**src/design/er_config.svh**
```systemverilog
`ifndef ER_CONFIG_SVH
`define ER_CONFIG_SVH

// stream and memory word widths
`define ER_FIFO_WIDTH           32
`define ER_KEY_WORD_WIDTH       64

// corrected key length in memory words
`define ER_KEY_WORDS            4
`define ER_KEY_ADDR_WIDTH       15

`define ER_HASHTAG_WIDTH        64
`define ER_ERROR_COUNT_WIDTH    12
`define ER_LEAKED_INFO_WIDTH    16

// estimate used before any frame has reported one
`define ER_DEFAULT_ERROR_COUNT  250

// hashtag packet header fields, top down, followed by 15 zero bits
`define ER_HDR_TYPE_TARGET_HASHTAG  4'd6
`define ER_HDR_LENGTH_CODE          4'd1
`define ER_HDR_TAG_DEPTH            9'd2

`endif

```
**src/design/er_pkg.sv**
```systemverilog
`include "er_config.svh"

package er_pkg;

    // stream fifo word
    typedef logic [`ER_FIFO_WIDTH-1:0] fifo_word_t;

    // reconciled key memory word and address
    typedef logic [`ER_KEY_WORD_WIDTH-1:0] key_word_t;
    typedef logic [`ER_KEY_ADDR_WIDTH-1:0] key_addr_t;

    // whole corrected key from cascade
    typedef logic [`ER_KEY_WORDS*`ER_KEY_WORD_WIDTH-1:0] corrected_key_t;

    typedef logic [`ER_HASHTAG_WIDTH-1:0] hashtag_t;

    // frame parameters reported by cascade
    typedef logic [`ER_ERROR_COUNT_WIDTH-1:0] error_count_t;
    typedef logic [`ER_LEAKED_INFO_WIDTH-1:0] leaked_info_t;

    // frame sequencer states
    typedef enum logic [3:0] {
        IDLE,
        CLEAR,
        CASCADE_START,
        CASCADE_BUSY,
        HASH_START,
        HASH_BUSY,
        READ_TAG,
        SEND_TAG,
        COMPARE,
        WRITE_KEY,
        DONE,
        FAIL
    } er_state_t;

endpackage

```
**src/design/tag_exchange_if.sv**
```systemverilog
interface tag_exchange_if;

    // sequencer requests
    logic clear;
    logic read_start;
    logic send_start;

    // exchange responses
    logic read_done;
    logic send_done;
    logic tags_match;

    modport sequencer (
        output clear, read_start, send_start,
        input  read_done, send_done, tags_match
    );

    modport exchange (
        input  clear, read_start, send_start,
        output read_done, send_done, tags_match
    );

endinterface

```
**src/design/er_sequencer.sv**
```systemverilog
`include "er_config.svh"

module er_sequencer (
    input  logic                 clk,
    input  logic                 rst_n,
    input  logic                 start,
    input  logic                 cascade_param_valid,
    input  er_pkg::error_count_t cascade_error_count,
    input  er_pkg::leaked_info_t cascade_leaked_info,
    input  logic                 cascade_done,
    input  logic                 hash_valid,
    input  logic                 write_done,
    output logic                 cascade_start,
    output logic                 hash_start,
    output logic                 write_start,
    output er_pkg::error_count_t er_error_count,
    output er_pkg::leaked_info_t er_leaked_info,
    output logic                 er_parameter_valid,
    output logic                 verification_fail,
    output logic                 er_done,
    tag_exchange_if.sequencer    tag_if
);

    er_pkg::er_state_t state;
    er_pkg::er_state_t state_next;

    logic read_start_q;
    logic send_start_q;
    logic write_start_q;

    always_ff @(posedge clk) begin
        if (!rst_n) begin
            state <= er_pkg::IDLE;
        end else begin
            state <= state_next;
        end
    end

    always_comb begin
        state_next = state;
        case (state)
            er_pkg::IDLE: begin
                if (start) begin
                    state_next = er_pkg::CLEAR;
                end
            end
            er_pkg::CLEAR:         state_next = er_pkg::CASCADE_START;
            er_pkg::CASCADE_START: state_next = er_pkg::CASCADE_BUSY;
            er_pkg::CASCADE_BUSY: begin
                if (cascade_done) begin
                    state_next = er_pkg::HASH_START;
                end
            end
            er_pkg::HASH_START:    state_next = er_pkg::HASH_BUSY;
            er_pkg::HASH_BUSY: begin
                if (hash_valid) begin
                    state_next = er_pkg::READ_TAG;
                end
            end
            er_pkg::READ_TAG: begin
                if (tag_if.read_done) begin
                    state_next = er_pkg::SEND_TAG;
                end
            end
            er_pkg::SEND_TAG: begin
                if (tag_if.send_done) begin
                    state_next = er_pkg::COMPARE;
                end
            end
            // single cycle decision on the tag comparison
            er_pkg::COMPARE: begin
                state_next = tag_if.tags_match ? er_pkg::WRITE_KEY : er_pkg::FAIL;
            end
            er_pkg::WRITE_KEY: begin
                if (write_done) begin
                    state_next = er_pkg::DONE;
                end
            end
            er_pkg::DONE:          state_next = er_pkg::IDLE;
            er_pkg::FAIL:          state_next = er_pkg::IDLE;
            default:               state_next = er_pkg::IDLE;
        endcase
    end

    // start pulses for the sub blocks, high in the first cycle of the next state
    always_ff @(posedge clk) begin
        if (!rst_n) begin
            read_start_q  <= 1'b0;
            send_start_q  <= 1'b0;
            write_start_q <= 1'b0;
        end else begin
            read_start_q  <= (state == er_pkg::HASH_BUSY) && hash_valid;
            send_start_q  <= (state == er_pkg::READ_TAG) && tag_if.read_done;
            write_start_q <= (state == er_pkg::COMPARE) && tag_if.tags_match;
        end
    end

    // frame parameters from cascade, the count carries over as next estimate
    always_ff @(posedge clk) begin
        if (!rst_n) begin
            er_error_count <= er_pkg::error_count_t'(`ER_DEFAULT_ERROR_COUNT);
            er_leaked_info <= '0;
        end else if ((state == er_pkg::CASCADE_BUSY) && cascade_param_valid) begin
            er_error_count <= cascade_error_count;
            er_leaked_info <= cascade_leaked_info;
        end
    end

    assign cascade_start      = (state == er_pkg::CASCADE_START);
    assign hash_start         = (state == er_pkg::HASH_START);
    assign write_start        = write_start_q;

    assign tag_if.clear       = (state == er_pkg::CLEAR);
    assign tag_if.read_start  = read_start_q;
    assign tag_if.send_start  = send_start_q;

    // frame end, pass or fail
    assign er_done            = (state == er_pkg::DONE) || (state == er_pkg::FAIL);
    assign er_parameter_valid = er_done;
    assign verification_fail  = (state == er_pkg::FAIL);

endmodule

```
**src/design/hashtag_exchange.sv**
```systemverilog
`include "er_config.svh"

module hashtag_exchange (
    input  logic                 clk,
    input  logic                 rst_n,
    input  er_pkg::hashtag_t     hashtag,
    input  logic                 hash_valid,
    input  er_pkg::error_count_t est_error_count,
    input  er_pkg::fifo_word_t   b2a_dout,
    input  logic                 b2a_empty,
    input  logic                 b2a_rd_valid,
    input  logic                 a2b_full,
    output logic                 b2a_rd_en,
    output logic                 a2b_wr_en,
    output er_pkg::fifo_word_t   a2b_din,
    tag_exchange_if.exchange     tag_if
);

    // bob sends header then tag, alice sends header, tag, error count
    localparam logic [1:0] READ_WORDS = 2'd2;
    localparam logic [1:0] SEND_WORDS = 2'd3;

    localparam er_pkg::fifo_word_t HDR_WORD = {
        `ER_HDR_TYPE_TARGET_HASHTAG, `ER_HDR_LENGTH_CODE, `ER_HDR_TAG_DEPTH, 15'd0
    };

    er_pkg::hashtag_t   alice_tag;
    er_pkg::fifo_word_t bob_tag;

    logic       reading;
    logic       sending;
    logic [1:0] rd_req_cnt;
    logic [1:0] rd_got_cnt;
    logic [1:0] snd_cnt;
    logic       last_rd;

    // second returned word is bob's tag
    assign last_rd = reading && b2a_rd_valid && (rd_got_cnt == READ_WORDS - 2'd1);

    // request only while words are still owed and the fifo has data
    assign b2a_rd_en = reading && (rd_req_cnt < READ_WORDS) && !b2a_empty;
    assign a2b_wr_en = sending && (snd_cnt < SEND_WORDS) && !a2b_full;

    always_comb begin
        case (snd_cnt)
            2'd0:    a2b_din = HDR_WORD;
            2'd1:    a2b_din = alice_tag[`ER_HASHTAG_WIDTH-1 -: `ER_FIFO_WIDTH];
            2'd2:    a2b_din = {{(`ER_FIFO_WIDTH-`ER_ERROR_COUNT_WIDTH){1'b0}}, est_error_count};
            default: a2b_din = '0;
        endcase
    end

    always_ff @(posedge clk) begin
        if (!rst_n) begin
            reading          <= 1'b0;
            sending          <= 1'b0;
            rd_req_cnt       <= '0;
            rd_got_cnt       <= '0;
            snd_cnt          <= '0;
            tag_if.read_done <= 1'b0;
            tag_if.send_done <= 1'b0;
        end else begin
            tag_if.read_done <= 1'b0;
            tag_if.send_done <= 1'b0;
            if (tag_if.clear) begin
                reading    <= 1'b0;
                sending    <= 1'b0;
                rd_req_cnt <= '0;
                rd_got_cnt <= '0;
                snd_cnt    <= '0;
            end else begin
                if (tag_if.read_start) begin
                    reading <= 1'b1;
                end
                if (b2a_rd_en) begin
                    rd_req_cnt <= rd_req_cnt + 2'd1;
                end
                if (reading && b2a_rd_valid) begin
                    rd_got_cnt <= rd_got_cnt + 2'd1;
                end
                if (last_rd) begin
                    reading          <= 1'b0;
                    tag_if.read_done <= 1'b1;
                end
                if (tag_if.send_start) begin
                    sending <= 1'b1;
                end
                // one word leaves per accepted write
                if (a2b_wr_en) begin
                    snd_cnt <= snd_cnt + 2'd1;
                    if (snd_cnt == SEND_WORDS - 2'd1) begin
                        sending          <= 1'b0;
                        tag_if.send_done <= 1'b1;
                    end
                end
            end
        end
    end

    // tag registers, wiped at the start of every frame
    always_ff @(posedge clk) begin
        if (tag_if.clear) begin
            alice_tag <= '0;
            bob_tag   <= '0;
        end else begin
            if (hash_valid) begin
                alice_tag <= hashtag;
            end
            if (last_rd) begin
                bob_tag <= b2a_dout;
            end
        end
    end

    // bob only sends the upper half of his tag
    assign tag_if.tags_match = (alice_tag[`ER_HASHTAG_WIDTH-1 -: `ER_FIFO_WIDTH] == bob_tag);

endmodule

```
**src/design/reconciled_key_writer.sv**
```systemverilog
`include "er_config.svh"

module reconciled_key_writer (
    input  logic                   clk,
    input  logic                   rst_n,
    input  logic                   write_start,
    input  er_pkg::corrected_key_t corrected_key,
    output logic                   write_done,
    output logic                   key_wr_en,
    output er_pkg::key_addr_t      key_addr,
    output er_pkg::key_word_t      key_data
);

    localparam int CNT_W = $clog2(`ER_KEY_WORDS + 1);
    localparam logic [CNT_W-1:0] LAST_CNT = CNT_W'(`ER_KEY_WORDS);

    // words issued so far in this frame
    logic [CNT_W-1:0] word_cnt;
    logic [CNT_W-1:0] word_sel;
    er_pkg::key_addr_t addr_q;

    always_ff @(posedge clk) begin
        if (!rst_n) begin
            key_wr_en  <= 1'b0;
            write_done <= 1'b0;
            word_cnt   <= '0;
        end else begin
            write_done <= 1'b0;
            if (write_start) begin
                key_wr_en <= 1'b1;
                word_cnt  <= CNT_W'(1);
            end else if (key_wr_en) begin
                if (word_cnt == LAST_CNT) begin
                    key_wr_en  <= 1'b0;
                    write_done <= 1'b1;
                    word_cnt   <= '0;
                end else begin
                    word_cnt <= word_cnt + CNT_W'(1);
                end
            end
        end
    end

    // msw first
    assign word_sel = write_start ? '0 : word_cnt;

    always_ff @(posedge clk) begin
        if (write_start || (key_wr_en && (word_cnt != LAST_CNT))) begin
            key_data <= corrected_key[(`ER_KEY_WORDS - 1 - int'(word_sel)) * `ER_KEY_WORD_WIDTH
                                      +: `ER_KEY_WORD_WIDTH];
        end
    end

    // address keeps running across frames and wraps at the top
    always_ff @(posedge clk) begin
        if (!rst_n) begin
            addr_q <= '0;
        end else if (key_wr_en) begin
            addr_q <= addr_q + 1'b1;
        end
    end

    assign key_addr = addr_q;

endmodule

```
**src/design/single_frame_er.sv**
```systemverilog
module single_frame_er (
    input  logic                   clk,
    input  logic                   rst_n,
    input  logic                   start,
    // cascade engine
    output logic                   cascade_start,
    input  logic                   cascade_param_valid,
    input  er_pkg::error_count_t   cascade_error_count,
    input  er_pkg::leaked_info_t   cascade_leaked_info,
    input  logic                   cascade_done,
    input  er_pkg::corrected_key_t corrected_key,
    // hash engine
    output logic                   hash_start,
    input  logic                   hash_valid,
    input  er_pkg::hashtag_t       hashtag,
    // b2a fifo read side
    output logic                   b2a_rd_en,
    input  er_pkg::fifo_word_t     b2a_dout,
    input  logic                   b2a_empty,
    input  logic                   b2a_rd_valid,
    // a2b fifo write side
    output logic                   a2b_wr_en,
    output er_pkg::fifo_word_t     a2b_din,
    input  logic                   a2b_full,
    // reconciled key memory
    output logic                   key_wr_en,
    output er_pkg::key_addr_t      key_addr,
    output er_pkg::key_word_t      key_data,
    // frame result
    output er_pkg::error_count_t   er_error_count,
    output er_pkg::leaked_info_t   er_leaked_info,
    output logic                   er_parameter_valid,
    output logic                   verification_fail,
    output logic                   er_done
);

    logic write_start;
    logic write_done;

    tag_exchange_if tag_if ();

    er_sequencer u_sequencer (
        .clk                 (clk),
        .rst_n               (rst_n),
        .start               (start),
        .cascade_param_valid (cascade_param_valid),
        .cascade_error_count (cascade_error_count),
        .cascade_leaked_info (cascade_leaked_info),
        .cascade_done        (cascade_done),
        .hash_valid          (hash_valid),
        .write_done          (write_done),
        .cascade_start       (cascade_start),
        .hash_start          (hash_start),
        .write_start         (write_start),
        .er_error_count      (er_error_count),
        .er_leaked_info      (er_leaked_info),
        .er_parameter_valid  (er_parameter_valid),
        .verification_fail   (verification_fail),
        .er_done             (er_done),
        .tag_if              (tag_if.sequencer)
    );

    // sent error count is the estimate currently held by the sequencer
    hashtag_exchange u_exchange (
        .clk             (clk),
        .rst_n           (rst_n),
        .hashtag         (hashtag),
        .hash_valid      (hash_valid),
        .est_error_count (er_error_count),
        .b2a_dout        (b2a_dout),
        .b2a_empty       (b2a_empty),
        .b2a_rd_valid    (b2a_rd_valid),
        .a2b_full        (a2b_full),
        .b2a_rd_en       (b2a_rd_en),
        .a2b_wr_en       (a2b_wr_en),
        .a2b_din         (a2b_din),
        .tag_if          (tag_if.exchange)
    );

    reconciled_key_writer u_key_writer (
        .clk           (clk),
        .rst_n         (rst_n),
        .write_start   (write_start),
        .corrected_key (corrected_key),
        .write_done    (write_done),
        .key_wr_en     (key_wr_en),
        .key_addr      (key_addr),
        .key_data      (key_data)
    );

endmodule

```
**config.mk**
```make
export PLATFORM = sky130hd
export DESIGN_NAME = single_frame_er
export DESIGN_NICKNAME = d
export VERILOG_FILES = /design/src/design/er_pkg.sv /design/src/design/tag_exchange_if.sv /design/src/design/er_sequencer.sv /design/src/design/hashtag_exchange.sv /design/src/design/reconciled_key_writer.sv /design/src/design/single_frame_er.sv
export VERILOG_INCLUDE_DIRS = /design/src /design/src/design
export SDC_FILE = /design/constraint.sdc
export NUM_CORES = 1
export LEC_CHECK = 0
export ABC_CLOCK_PERIOD_IN_PS = 6650
export BUFFER_PORTS_ARGS = -buffer_cell sky130_fd_sc_hd__clkbuf_2
export CAP_MARGIN = 20
export CORE_AREA = 5 5 204 206
export CTS_BUF_LIST = sky130_fd_sc_hd__clkbuf_16
export DETAILED_ROUTE_END_ITERATION = 10
export DIE_AREA = 0 0 209 211
export PLACE_DENSITY = 0.61
export SLEW_MARGIN = 15
export SYNTH_ARGS = -nofsm -noshare
export SYNTH_HDL_FRONTEND = slang
export SYNTH_SLANG_ARGS = --single-unit
```
**constraint.sdc**
```tcl
create_clock -name clk -period 6.65 [get_ports clk]
set_clock_uncertainty 0.15 [all_clocks]
set_input_delay 0.3325 -clock clk [delete_from_list [all_inputs] [get_ports clk]]
set_output_delay 0.3325 -clock clk [all_outputs]
set_load 0.005 [all_outputs]
```
Yosys cells after proc, flatten, opt, wreduce, memory -nomap -nowiden
Index checks and enable logic that the tools add are counted.

Bits in registers: 225. Bits in latches: 0. RAM bits: 0. Bits in read-only memories: 0. Bits of input ports: 389. Output and inout bits: 147. Logic and storage cells: 102. Memories kept: 0.

Add/subtract/negate cells: 6. $mul: 0. Divide/modulo/power cells: 0. $lt $le $gt $ge: 2. Eq/ne operators: 23. Shifts and indexed selects: 1. Muxes and demuxes: 22. Bitwise operators: 3. Reduce and logical (&&, ||, !) cells: 24.

Operator list (count): 256-bit by 32-bit indexed part select with 64-bit output (1); 32-bit one-hot mux with 3 select lines (1); 4-bit one-hot mux with 10 select lines (1); 32-bit equality test (1); 4-bit two-way mux (6); 4-bit by 3-bit equality test with 1-bit output (second input constant) (4); 4-bit equality test (second input constant) (4); 15-bit by 1-bit adder with 15-bit output (second input constant) (1); 1-bit logical AND (11); 1-bit two-way mux (11); 3-bit OR reduction (3); 4-bit by 2-bit equality test with 1-bit output (second input constant) (2); 2-bit by 1-bit adder with 2-bit output (second input constant) (3); 3-bit two-way mux (2); 2-bit by 1-bit != test with 1-bit output (second input constant) (3); 2-bit != test (second input constant) (3); 6-bit AND reduction (1); 2-bit by 1-bit equality test with 1-bit output (second input constant) (2); 4-bit by 1-bit equality test with 1-bit output (second input constant) (1); 4-bit logical NOT (1); 2-bit less-than comparator (second input constant) (2); 2-bit OR reduction (2); 2-bit by 3-bit subtractor with 4-bit output (first input constant) (1); 3-bit by 1-bit adder with 3-bit output (second input constant) (1); other kinds (9) (13).

Longest topological paths before layout
Gate-level depths: netlist (run 1).

Word-level depth: 5. Gate-level depth with buffers: 7.

By module
A second synthesis (run 1) with hierarchy kept.

Cells, all modules: 1038. Area total of the unflattened synthesis: 10002.1 µm².

Modules (own cells, without submodules): reconciled_key_writer (times used 1, cells each 471, area an instance 5133.7 µm², sequential area each 2322.2 µm²); hashtag_exchange (times used 1, cells each 385, area an instance 3330.7 µm², sequential area each 1481.4 µm²); er_sequencer (times used 1, cells each 182, area an instance 1537.7 µm², sequential area each 700.7 µm²).

Worst setup path after synthesis (run 1)
Ideal clock, no wire load.

Path kind: register to register. Start: reg u_key_writer.word_cnt[0]. End: reg u_key_writer.key_data[0] (enable). Library setup time: 418 ps. Arrival time: 2051 ps. Required time: 6082 ps. Setup slack: 4031 ps. Cell stages (with the launch flop): 6. Path buffers: 0. Clock period less this slack: 2619 ps. Cells stage by stage: dfxtp_1 inv_1 ha_1 nand2_1 a21oi_1 inv_1.

Longest elaborated chain between the ends: 3.

RTL lines: start: declaration (line reconciled_key_writer.sv:18) `logic [CNT_W-1:0] word_cnt;`; start signal: assignment (line reconciled_key_writer.sv:38) `word_cnt <= word_cnt + CNT_W'(1);`; 3-bit != test (line reconciled_key_writer.sv:48) `if (write_start || (key_wr_en && (word_cnt != LAST_CNT))) begin`; 1-bit logical AND (line reconciled_key_writer.sv:48); 1-bit logical OR (line reconciled_key_writer.sv:48); end signal: assignment (line reconciled_key_writer.sv:49) `` key_data <= corrected_key[(`ER_KEY_WORDS - 1 - int'(word_sel)) * `ER_KEY_WORD_WIDTH ``; end: declaration (line reconciled_key_writer.sv:11) `output er_pkg::key_word_t key_data`.

No other way between the ends. A chain may end at the register's enable or synchronous reset.

Final worst setup path (run 1)
Start: reg u_key_writer.word_cnt[0]. End: reg u_key_writer.key_data[34], data pin.

Longest elaborated chain between the ends: 3.

RTL lines: 3-bit two-way mux (line reconciled_key_writer.sv:45) `assign word_sel = write_start ? '0 : word_cnt;`; 2-bit by 3-bit subtractor with 4-bit output (no source line); 256-bit by 32-bit indexed part select with 64-bit output (line reconciled_key_writer.sv:49).

No other way between the ends.

==> results of run 1 <==
==> routing by layer <==
metal / vias to the layer above / wire [um] / share of wire
met4: 4 / 932 / 0.024
met1: 4525 / 15900 / 0.40
met2: 416 / 19300 / 0.49
met3: 61 / 3210 / 0.082
li1: 4752 / - / -
met5: - / 21 / 0.00053
==> worst min-delay path by stage <==
stage	start	endpoint	slack [ns]	depth (start not counted)
3_3_place_gp	u_sequencer.tag_if.read_start	u_exchange.reading	0.30	2
4_1_cts	a2b_full	u_exchange.tag_if.send_done	0.02	4
6_report	a2b_full	u_exchange.tag_if.send_done	0.07	4
5_1_grt	a2b_full	u_exchange.tag_if.send_done	0.06	4
3_5_place_dp	u_exchange.tag_if.read_done	u_sequencer.tag_if.send_start	0.30	2
2_1_floorplan	u_exchange.rd_req_cnt[1]	u_exchange.rd_req_cnt[1]	0.29	2
==> cell usage after synthesis, types with 11 or more instances <==
cell        n  share of area
dfxtp_1   129           0.27
a21boi_0   23          0.018
clkbuf_1   60          0.023
mux2i_1    99           0.10
nor2_1     71          0.027
nand2_1   136          0.053
a21oi_1    45          0.023
a211oi_1  128          0.099
nor2b_1    71          0.046
nand3_1    16         0.0082
and2_1     30          0.019
xor2_1     37          0.033
buf_2      18         0.0093
edfxtp_1   64           0.20
a22oi_1    12         0.0093
xnor2_1    11         0.0099
==> metrics by stage <==
| step | cells | hold slack [ns] | setup slack [ns] | util | total power, W |
|---|---|---|---|---|---|
| after floorplan | 1031 | 0.288 | 4.03 | - | 0.00170 |
| after global placement | 1989 | 0.302 | 3.65 | 0.321 | 0.00193 |
| after detailed placement | 1990 | 0.304 | 3.61 | 0.322 | 0.00194 |
| after CTS | 2115 | 0.0212 | 3.49 | 0.361 | 0.00310 |
| after global routing | 2117 | 0.0569 | 3.49 | 0.362 | 0.00322 |
| final | 2119 | 0.0692 | 3.59 | 0.362 | 0.00306 |
==> power by group <==
group,switching [W],internal [W]
Clock,0.000536,0.000563
Sequential,0.000117,0.00131
Combinational,0.000265,0.000270
Total,0.000918,0.00214
==> layout make-up <==
cell class              count  area, um^2  share of cell area
diodes                      3        7.51            0.000526
clock buffers              18         450              0.0316
clock inverters            14         166              0.0117
inverters                  10        37.5             0.00263
multi-input cells         743        4850               0.340
flip-flops and latches    193        4510               0.316
well taps                 525         657              0.0460
repair buffers            613        3600               0.252
==> flip-flops by register name, indices dropped and copies added (netlist names) <==
register,cells
u_sequencer.er_error_count,12
u_exchange.rd_got_cnt,2
u_sequencer.state,4
u_exchange.alice_tag,32
u_key_writer.word_cnt,3
u_key_writer.key_addr,15
u_key_writer.key_data,64
u_exchange.rd_req_cnt,2
u_exchange.tag_if.send_done,1
u_exchange.reading,1
u_exchange.sending,1
u_exchange.bob_tag,32
u_key_writer.write_done,1
u_sequencer.write_start,1
u_exchange.snd_cnt,2
u_sequencer.tag_if.read_start,1
u_sequencer.tag_if.send_start,1
u_exchange.tag_if.read_done,1
u_key_writer.key_wr_en,1
u_sequencer.er_leaked_info,16
==> what timing repair did <==
item,in CTS,in global routing
endpoints found under the hold margin,93,0
hold buffers,93,0
setup buffers,0,0
==> critical path, cell delays in order (launching register included) <==
cell and delay [ns]:
dfxtp_4 0.61, inv_1 0.18, nor2_4 0.13, buf_4 0.33, buf_4 0.71, mux2i_1 0.47
a211oi_1 0.13
==> logic make-up after synthesis <==
| group | share of synthesized area |
|---|---|
| AO/OA/AOI/OAI | 0.159 |
| XOR/XNOR | 0.0433 |
| adder cells (fa/ha/maj) | 0.0116 |
| buffers and inverters | 0.0394 |
| flip-flops | 0.464 |
| multiplexers | 0.102 |
| AND/OR/NAND/NOR | 0.181 |
==> parameters.txt, run 1 <==
Parameter                              Value

Setup path
  Destination of the worst register-to-register timing path    u_key_writer.key_data[34]
  Depth of the worst register-to-register path    6
  Reg2reg setup slack    3.59 ns
  Worst reg2reg startpoint    u_key_writer.word_cnt[0]
  Start point of the critical path    u_key_writer.word_cnt[0]
  Critical path endpoint    u_key_writer.key_data[34]
  Kind of start point of the critical path    flip-flop
  WP data arrival    3.08 ns
  CP required    between 6 and 7 ns
  Critical setup path kind    reg -> reg
  Type of destination of the critical path    flip-flop
  Crit Path Max Fanout    47

Power
  Worst vdd ir    around 0.19 mV
  Power per unit of standard cell area    214 nW/um^2
  Leakage    6.14 nW

STA
  Final setup TNS    0 ns
  Min Tclk post-route    3.06 ns
  Maximum clock rate    0.326 GHz
  Number of failing setup endpoints in the final timing report    0
  Slew margin rel.    0.354
  Max-slew violation count    0
  Setup repair after global routing missed its margin    false
  Final-report hold violation count    0
  Slew at the pin closest to its max-slew limit    approximately 0.97 ns
  Fraction of the cycle the final worst path needs    0.461

Clock tree
  Clock Sinks    slightly below 200
  TritonCTS clock tree    yes
  Buffer depth of the longest clock path    2
  Buffer cell driving the clock tree root    clkbuf_16
  Clock insertion delay at the later pin of the skew report    0.46 ns
  CTS clk-pin slew, worst paths    ~0.080 ns
  Total number of H-tree levels    4
  Number of gates resized after cts    0
  CTS Buf Count    17

Yosys
  Syn. warnings    0
  Seq/Total Area, Yosys    0.464
  Post-synth EDFFs    64
  Mapped Cells    roughly 1000
  Synthesized net count    between 1000 and 1500
  Share of async-settable or async-resettable flops after synthesis    0
  Number of storage elements in the synthesis netlist    193
  Number of library cell types mapped by synthesis    38
  Syn avg cell area    between 9 and 10 um^2
  Total standard cell area after synthesis    about 9700 um^2
  Main flop type after synthesis    dfxtp_1

Cells and area
  Nets    1976
  Area growth syn-to-layout    46.9%
  Post-route standard cell area excluding fillers    about 14000 um^2
  Filler instances    roughly 4000
  Most common cell after layout, fill and taps aside    clkbuf_2
  Share of final-layout standard cells stronger than drive strength 1    0.351
  Leading cell types in the layout, fill and taps excluded    clkbuf_2 (503), nand2_1 (136), a211oi_1 (128), dfxtp_1 (128), mux2i_1 (99)

Run status
  Result of the run    complete, no violations

Floorplan
  Die Y    roughly 210 um
  Number of placed I/O pins    around 540
  Initial cell density of the core    0.246
  Placement Rows    between 70 and 80
  Horizontal die dimension    209 um
  Area of the core    between 30000 and 40000 um^2
  Area of the die    roughly 44000 um^2

GRT
  Met1 usage    0.205
  Gr ovfl total    0
  GRT met2 Usage    0.283
  GRT Total Usage    0.168
  Number of antenna violations at the first check in global routing    5
  Wire length of the first global-routing pass    ~57000 um
  Busiest metal layer after global routing    met2
  Number of global-route vias before repair    approximately 9600
  Met3 routing resource usage after global routing    0.0545
  Pin count of the biggest net entering global routing    93

Drt
  Final wirelength    slightly below 40000 um
  Number of routed nets with antenna violations    0
  First-iteration detailed-routing DRC count    approximately 600
  Iteration count of the initial detailed-routing pass    5
  Total number of vias    9758
  DRC viols    0
  Vias/cell    around 4.6
  Wirelength per Cell    about 19 um

Placement
  Post-detail-place hpwl    roughly 30000 um
  Number of port buffers    503
  Post-placement cell area    around 13000 um^2
  Placer congestion estimate    about 0.94

Worst hold path
  Kind of path behind the tightest hold check    in -> reg

Flow run
  Max_cap viols    0
Note: power is estimated with default switching activity, not from simulation.
==> inputs of run 2 (changes only) <==
- ABC_CLOCK_PERIOD_IN_PS: 6650 -> 2650
- PLACE_DENSITY: 0.61 -> 0.62
- clock period: 6.65 -> 2.65 ns (I/O delays scaled with it)
==> parameters.txt, run 2 (synthesis results as in run 1) <==
Parameter                              Value

Floorplan
  Number of placed I/O pins    536 (unchanged)
  Area of the die    44100 um^2 (unchanged)
  Placement Rows    73 (unchanged)
  Area of the core    39500 um^2 (unchanged)
  Die Y    211 um (unchanged)
  Initial cell density of the core    0.246 (unchanged)
  Horizontal die dimension    209 um (unchanged)

Clock tree
  Total number of H-tree levels    4 (unchanged)
  Buffer depth of the longest clock path    2 (unchanged)
  Clock insertion delay at the later pin of the skew report    0.44 ns (was 0.46 ns)
  Hold-fix buffers at CTS    153 (was 93)
  Number of buffers inserted by post-CTS setup repair    0 (unchanged)
  Buffer cell driving the clock tree root    clkbuf_16 (unchanged)
  Clock Sinks    193 (unchanged)
  Number of gates resized after cts    0 (unchanged)
  TritonCTS clock tree    yes (unchanged)
  CTS Buf Count    17 (unchanged)
  CTS clk-pin slew, worst paths    0.08 ns (about the same)

STA
  Number of failing setup endpoints in the final timing report    0 (unchanged)
  Final setup TNS    0 ns (unchanged)
  Fraction of the cycle the final worst path needs    0.939 (was 0.461)
  Maximum clock rate    0.402 GHz (was 0.326 GHz)
  Setup repair after global routing missed its margin    false (unchanged)
  Max-slew violation count    0 (unchanged)
  Slew at the pin closest to its max-slew limit    0.912 ns (was 0.969 ns)
  Slew margin rel.    0.392 (was 0.354)
  Final-report hold violation count    0 (unchanged)
  Min Tclk post-route    2.49 ns (was 3.06 ns)

Power
  Gate power share    0.187 (was 0.175)
  Leakage    6.43 nW (was 6.14 nW)
  Worst vdd ir    0.397 mV (was 0.192 mV)
  Proportion of total power due to net switching    0.299 (was 0.300)
  Psw    0.00229 W (was 0.000918 W)
  Power per unit of standard cell area    513 nW/um^2 (was 214 nW/um^2)
  Cell-internal power    0.00538 W (was 0.00214 W)
  Pwr Total    0.00767 W (was 0.00306 W)
  Relative contribution of sequential cells to total power    0.465 (was 0.466)
  Clk network pwr share    0.348 (was 0.360)

Drt
  Iteration count of the initial detailed-routing pass    5 (unchanged)
  Met1 wire length    16700 um (was 15900 um)
  First-iteration detailed-routing DRC count    671 (was 616)
  Vias/cell    4.61 (about the same)
  Final wirelength    40100 um (was 39300 um)
  Total number of vias    10100 (was 9758)
  Length of routed met3 wiring    2780 um (was 3210 um)
  DR top layer    met4 (was met5)
  Number of routed nets with antenna violations    0 (unchanged)
  Wirelength per Cell    18.4 um (was 18.6 um)
  Wire length on met2    19800 um (was 19300 um)
  DRC viols    0 (unchanged)

GRT
  Pin count of the biggest net entering global routing    130 (was 93)
  Number of global-route vias before repair    10000 (was 9583)
  Gr ovfl total    0 (unchanged)
  GRT Total Usage    0.171 (was 0.168)
  Number of antenna violations at the first check in global routing    1 (was 5)
  Wire length of the first global-routing pass    59000 um (was 57300 um)

Cells and area
  Share of final-layout standard cells stronger than drive strength 1    0.342 (was 0.351)
  Area growth syn-to-layout    54.0% (was 46.9%)
  Final core utilization    0.379 (was 0.362)
  Multi-input gate area in the final layout    4850 um^2 (unchanged)
  Largest registers    u_key_writer.key_data (64), u_exchange.alice_tag (32), u_exchange.bob_tag (32) (unchanged)
  Largest register FFs    64 (unchanged)
  Most common cell after layout, fill and taps aside    clkbuf_2 (unchanged)
  Leading cell types in the layout, fill and taps excluded    clkbuf_2 (503), dlygate4sd3_1 (153), nand2_1 (136), a211oi_1 (128), dfxtp_1 (128) (was clkbuf_2 (503), nand2_1 (136), a211oi_1 (128), dfxtp_1 (128), mux2i_1 (99))
  Filler instances    3994 (was 4020)
  Nets    2044 (was 1976)
  Biggest register    u_key_writer.key_data (unchanged)
  Area taken by flip-flops and latches    4510 um^2 (unchanged)

Flow run
  Max_cap viols    0 (unchanged)

Setup path
  Kind of start point of the critical path    flip-flop (unchanged)
  Crit Path Max Fanout    41 (was 47)
  CP required    2.81 ns (was 6.67 ns)
  Type of destination of the critical path    flip-flop (unchanged)
  Critical setup path kind    reg -> reg (unchanged)
  WP data arrival    2.64 ns (was 3.08 ns)

Worst hold path
  Kind of path behind the tightest hold check    in -> reg (unchanged)

Placement
  Number of port buffers    503 (unchanged)
  Placer congestion estimate    0.907 (was 0.943)
  Post-detail-place hpwl    30100 um (was 29900 um)

Run status
  Result of the run    complete, no violations (unchanged)
## run 2: cell types whose count changed in the layout (fill, tap and decap cells not counted), moves of 2 or more
| cell | previous run | this run |
|---|---|---|
| diode_2 | 3 | 1 |
| buf_4 | 16 | 20 |
| clkinv_4 | 0 | 3 |
| inv_8 | 5 | 3 |
| dlygate4sd3_1 | 93 | 153 |
| buf_12 | 0 | 5 |
## run 2: power groups by stage
stage          logic, W  clock network, W  registers, W
5_1_grt         0.00159           0.00289       0.00359
6_report        0.00143           0.00267       0.00356
3_5_place_dp    0.00125                 0       0.00362
2_1_floorplan  0.000769                 0       0.00350
3_3_place_gp    0.00123                 0       0.00362
4_1_cts         0.00144           0.00278       0.00356
## run 2: layer usage
layer | GRT usage | vias up
met2 | 0.291 | 365
met5 | 0 | -
met4 | 0.0466 | 0
li1 | - | 4892
met1 | 0.217 | 4756
met3 | 0.0438 | 45
## run 2: worst paths after layout
kind                                start                         to  slack (ns)  depth (start not counted)
setup / recovery  u_sequencer.write_start  u_key_writer.key_data[29]        0.16                          5
hold / removal          corrected_key[18]  u_key_writer.key_data[18]        0.02                          3
setup reg to reg  u_sequencer.write_start  u_key_writer.key_data[29]        0.16                          5
hold reg to reg    u_exchange.bob_tag[23]     u_exchange.bob_tag[23]        0.32                          2
## run 2: area by class of cell
cell class	instances	area share
Clock buffer	17	0.0284
Inverter	10	0.00251
Sequential cell	193	0.301
Clock inverter	14	0.0117
Antenna cell	1	0.000167
Tap cell	525	0.0439
Multi-Input combinational cell	743	0.324
Timing Repair Buffer	681	0.287
## run 2: worst max-delay path, stage by stage (launching register included)
cell and delay [ns]:
dfxtp_1 0.50, nand2b_4 0.54, buf_4 0.26, a211oi_1 0.06, a211oi_1 0.23, dlygate4sd3_1 0.58
## run 2: stage by stage
| stage | instance area (um^2) | worst slack, ns | hold slack (ns) | cells |
|---|---|---|---|---|
| global placement | 12800 | 0.387 | 0.194 | 1999 |
| global route | 15000 | 0.0168 | 0.00429 | 2184 |
| floorplan | 9710 | 0.0305 | 0.101 | 1031 |
| CTS | 15000 | 0.153 | 0.000839 | 2183 |
| detailed placement | 12800 | 0.393 | 0.199 | 1999 |
| finish | 15000 | 0.161 | 0.0243 | 2184 |
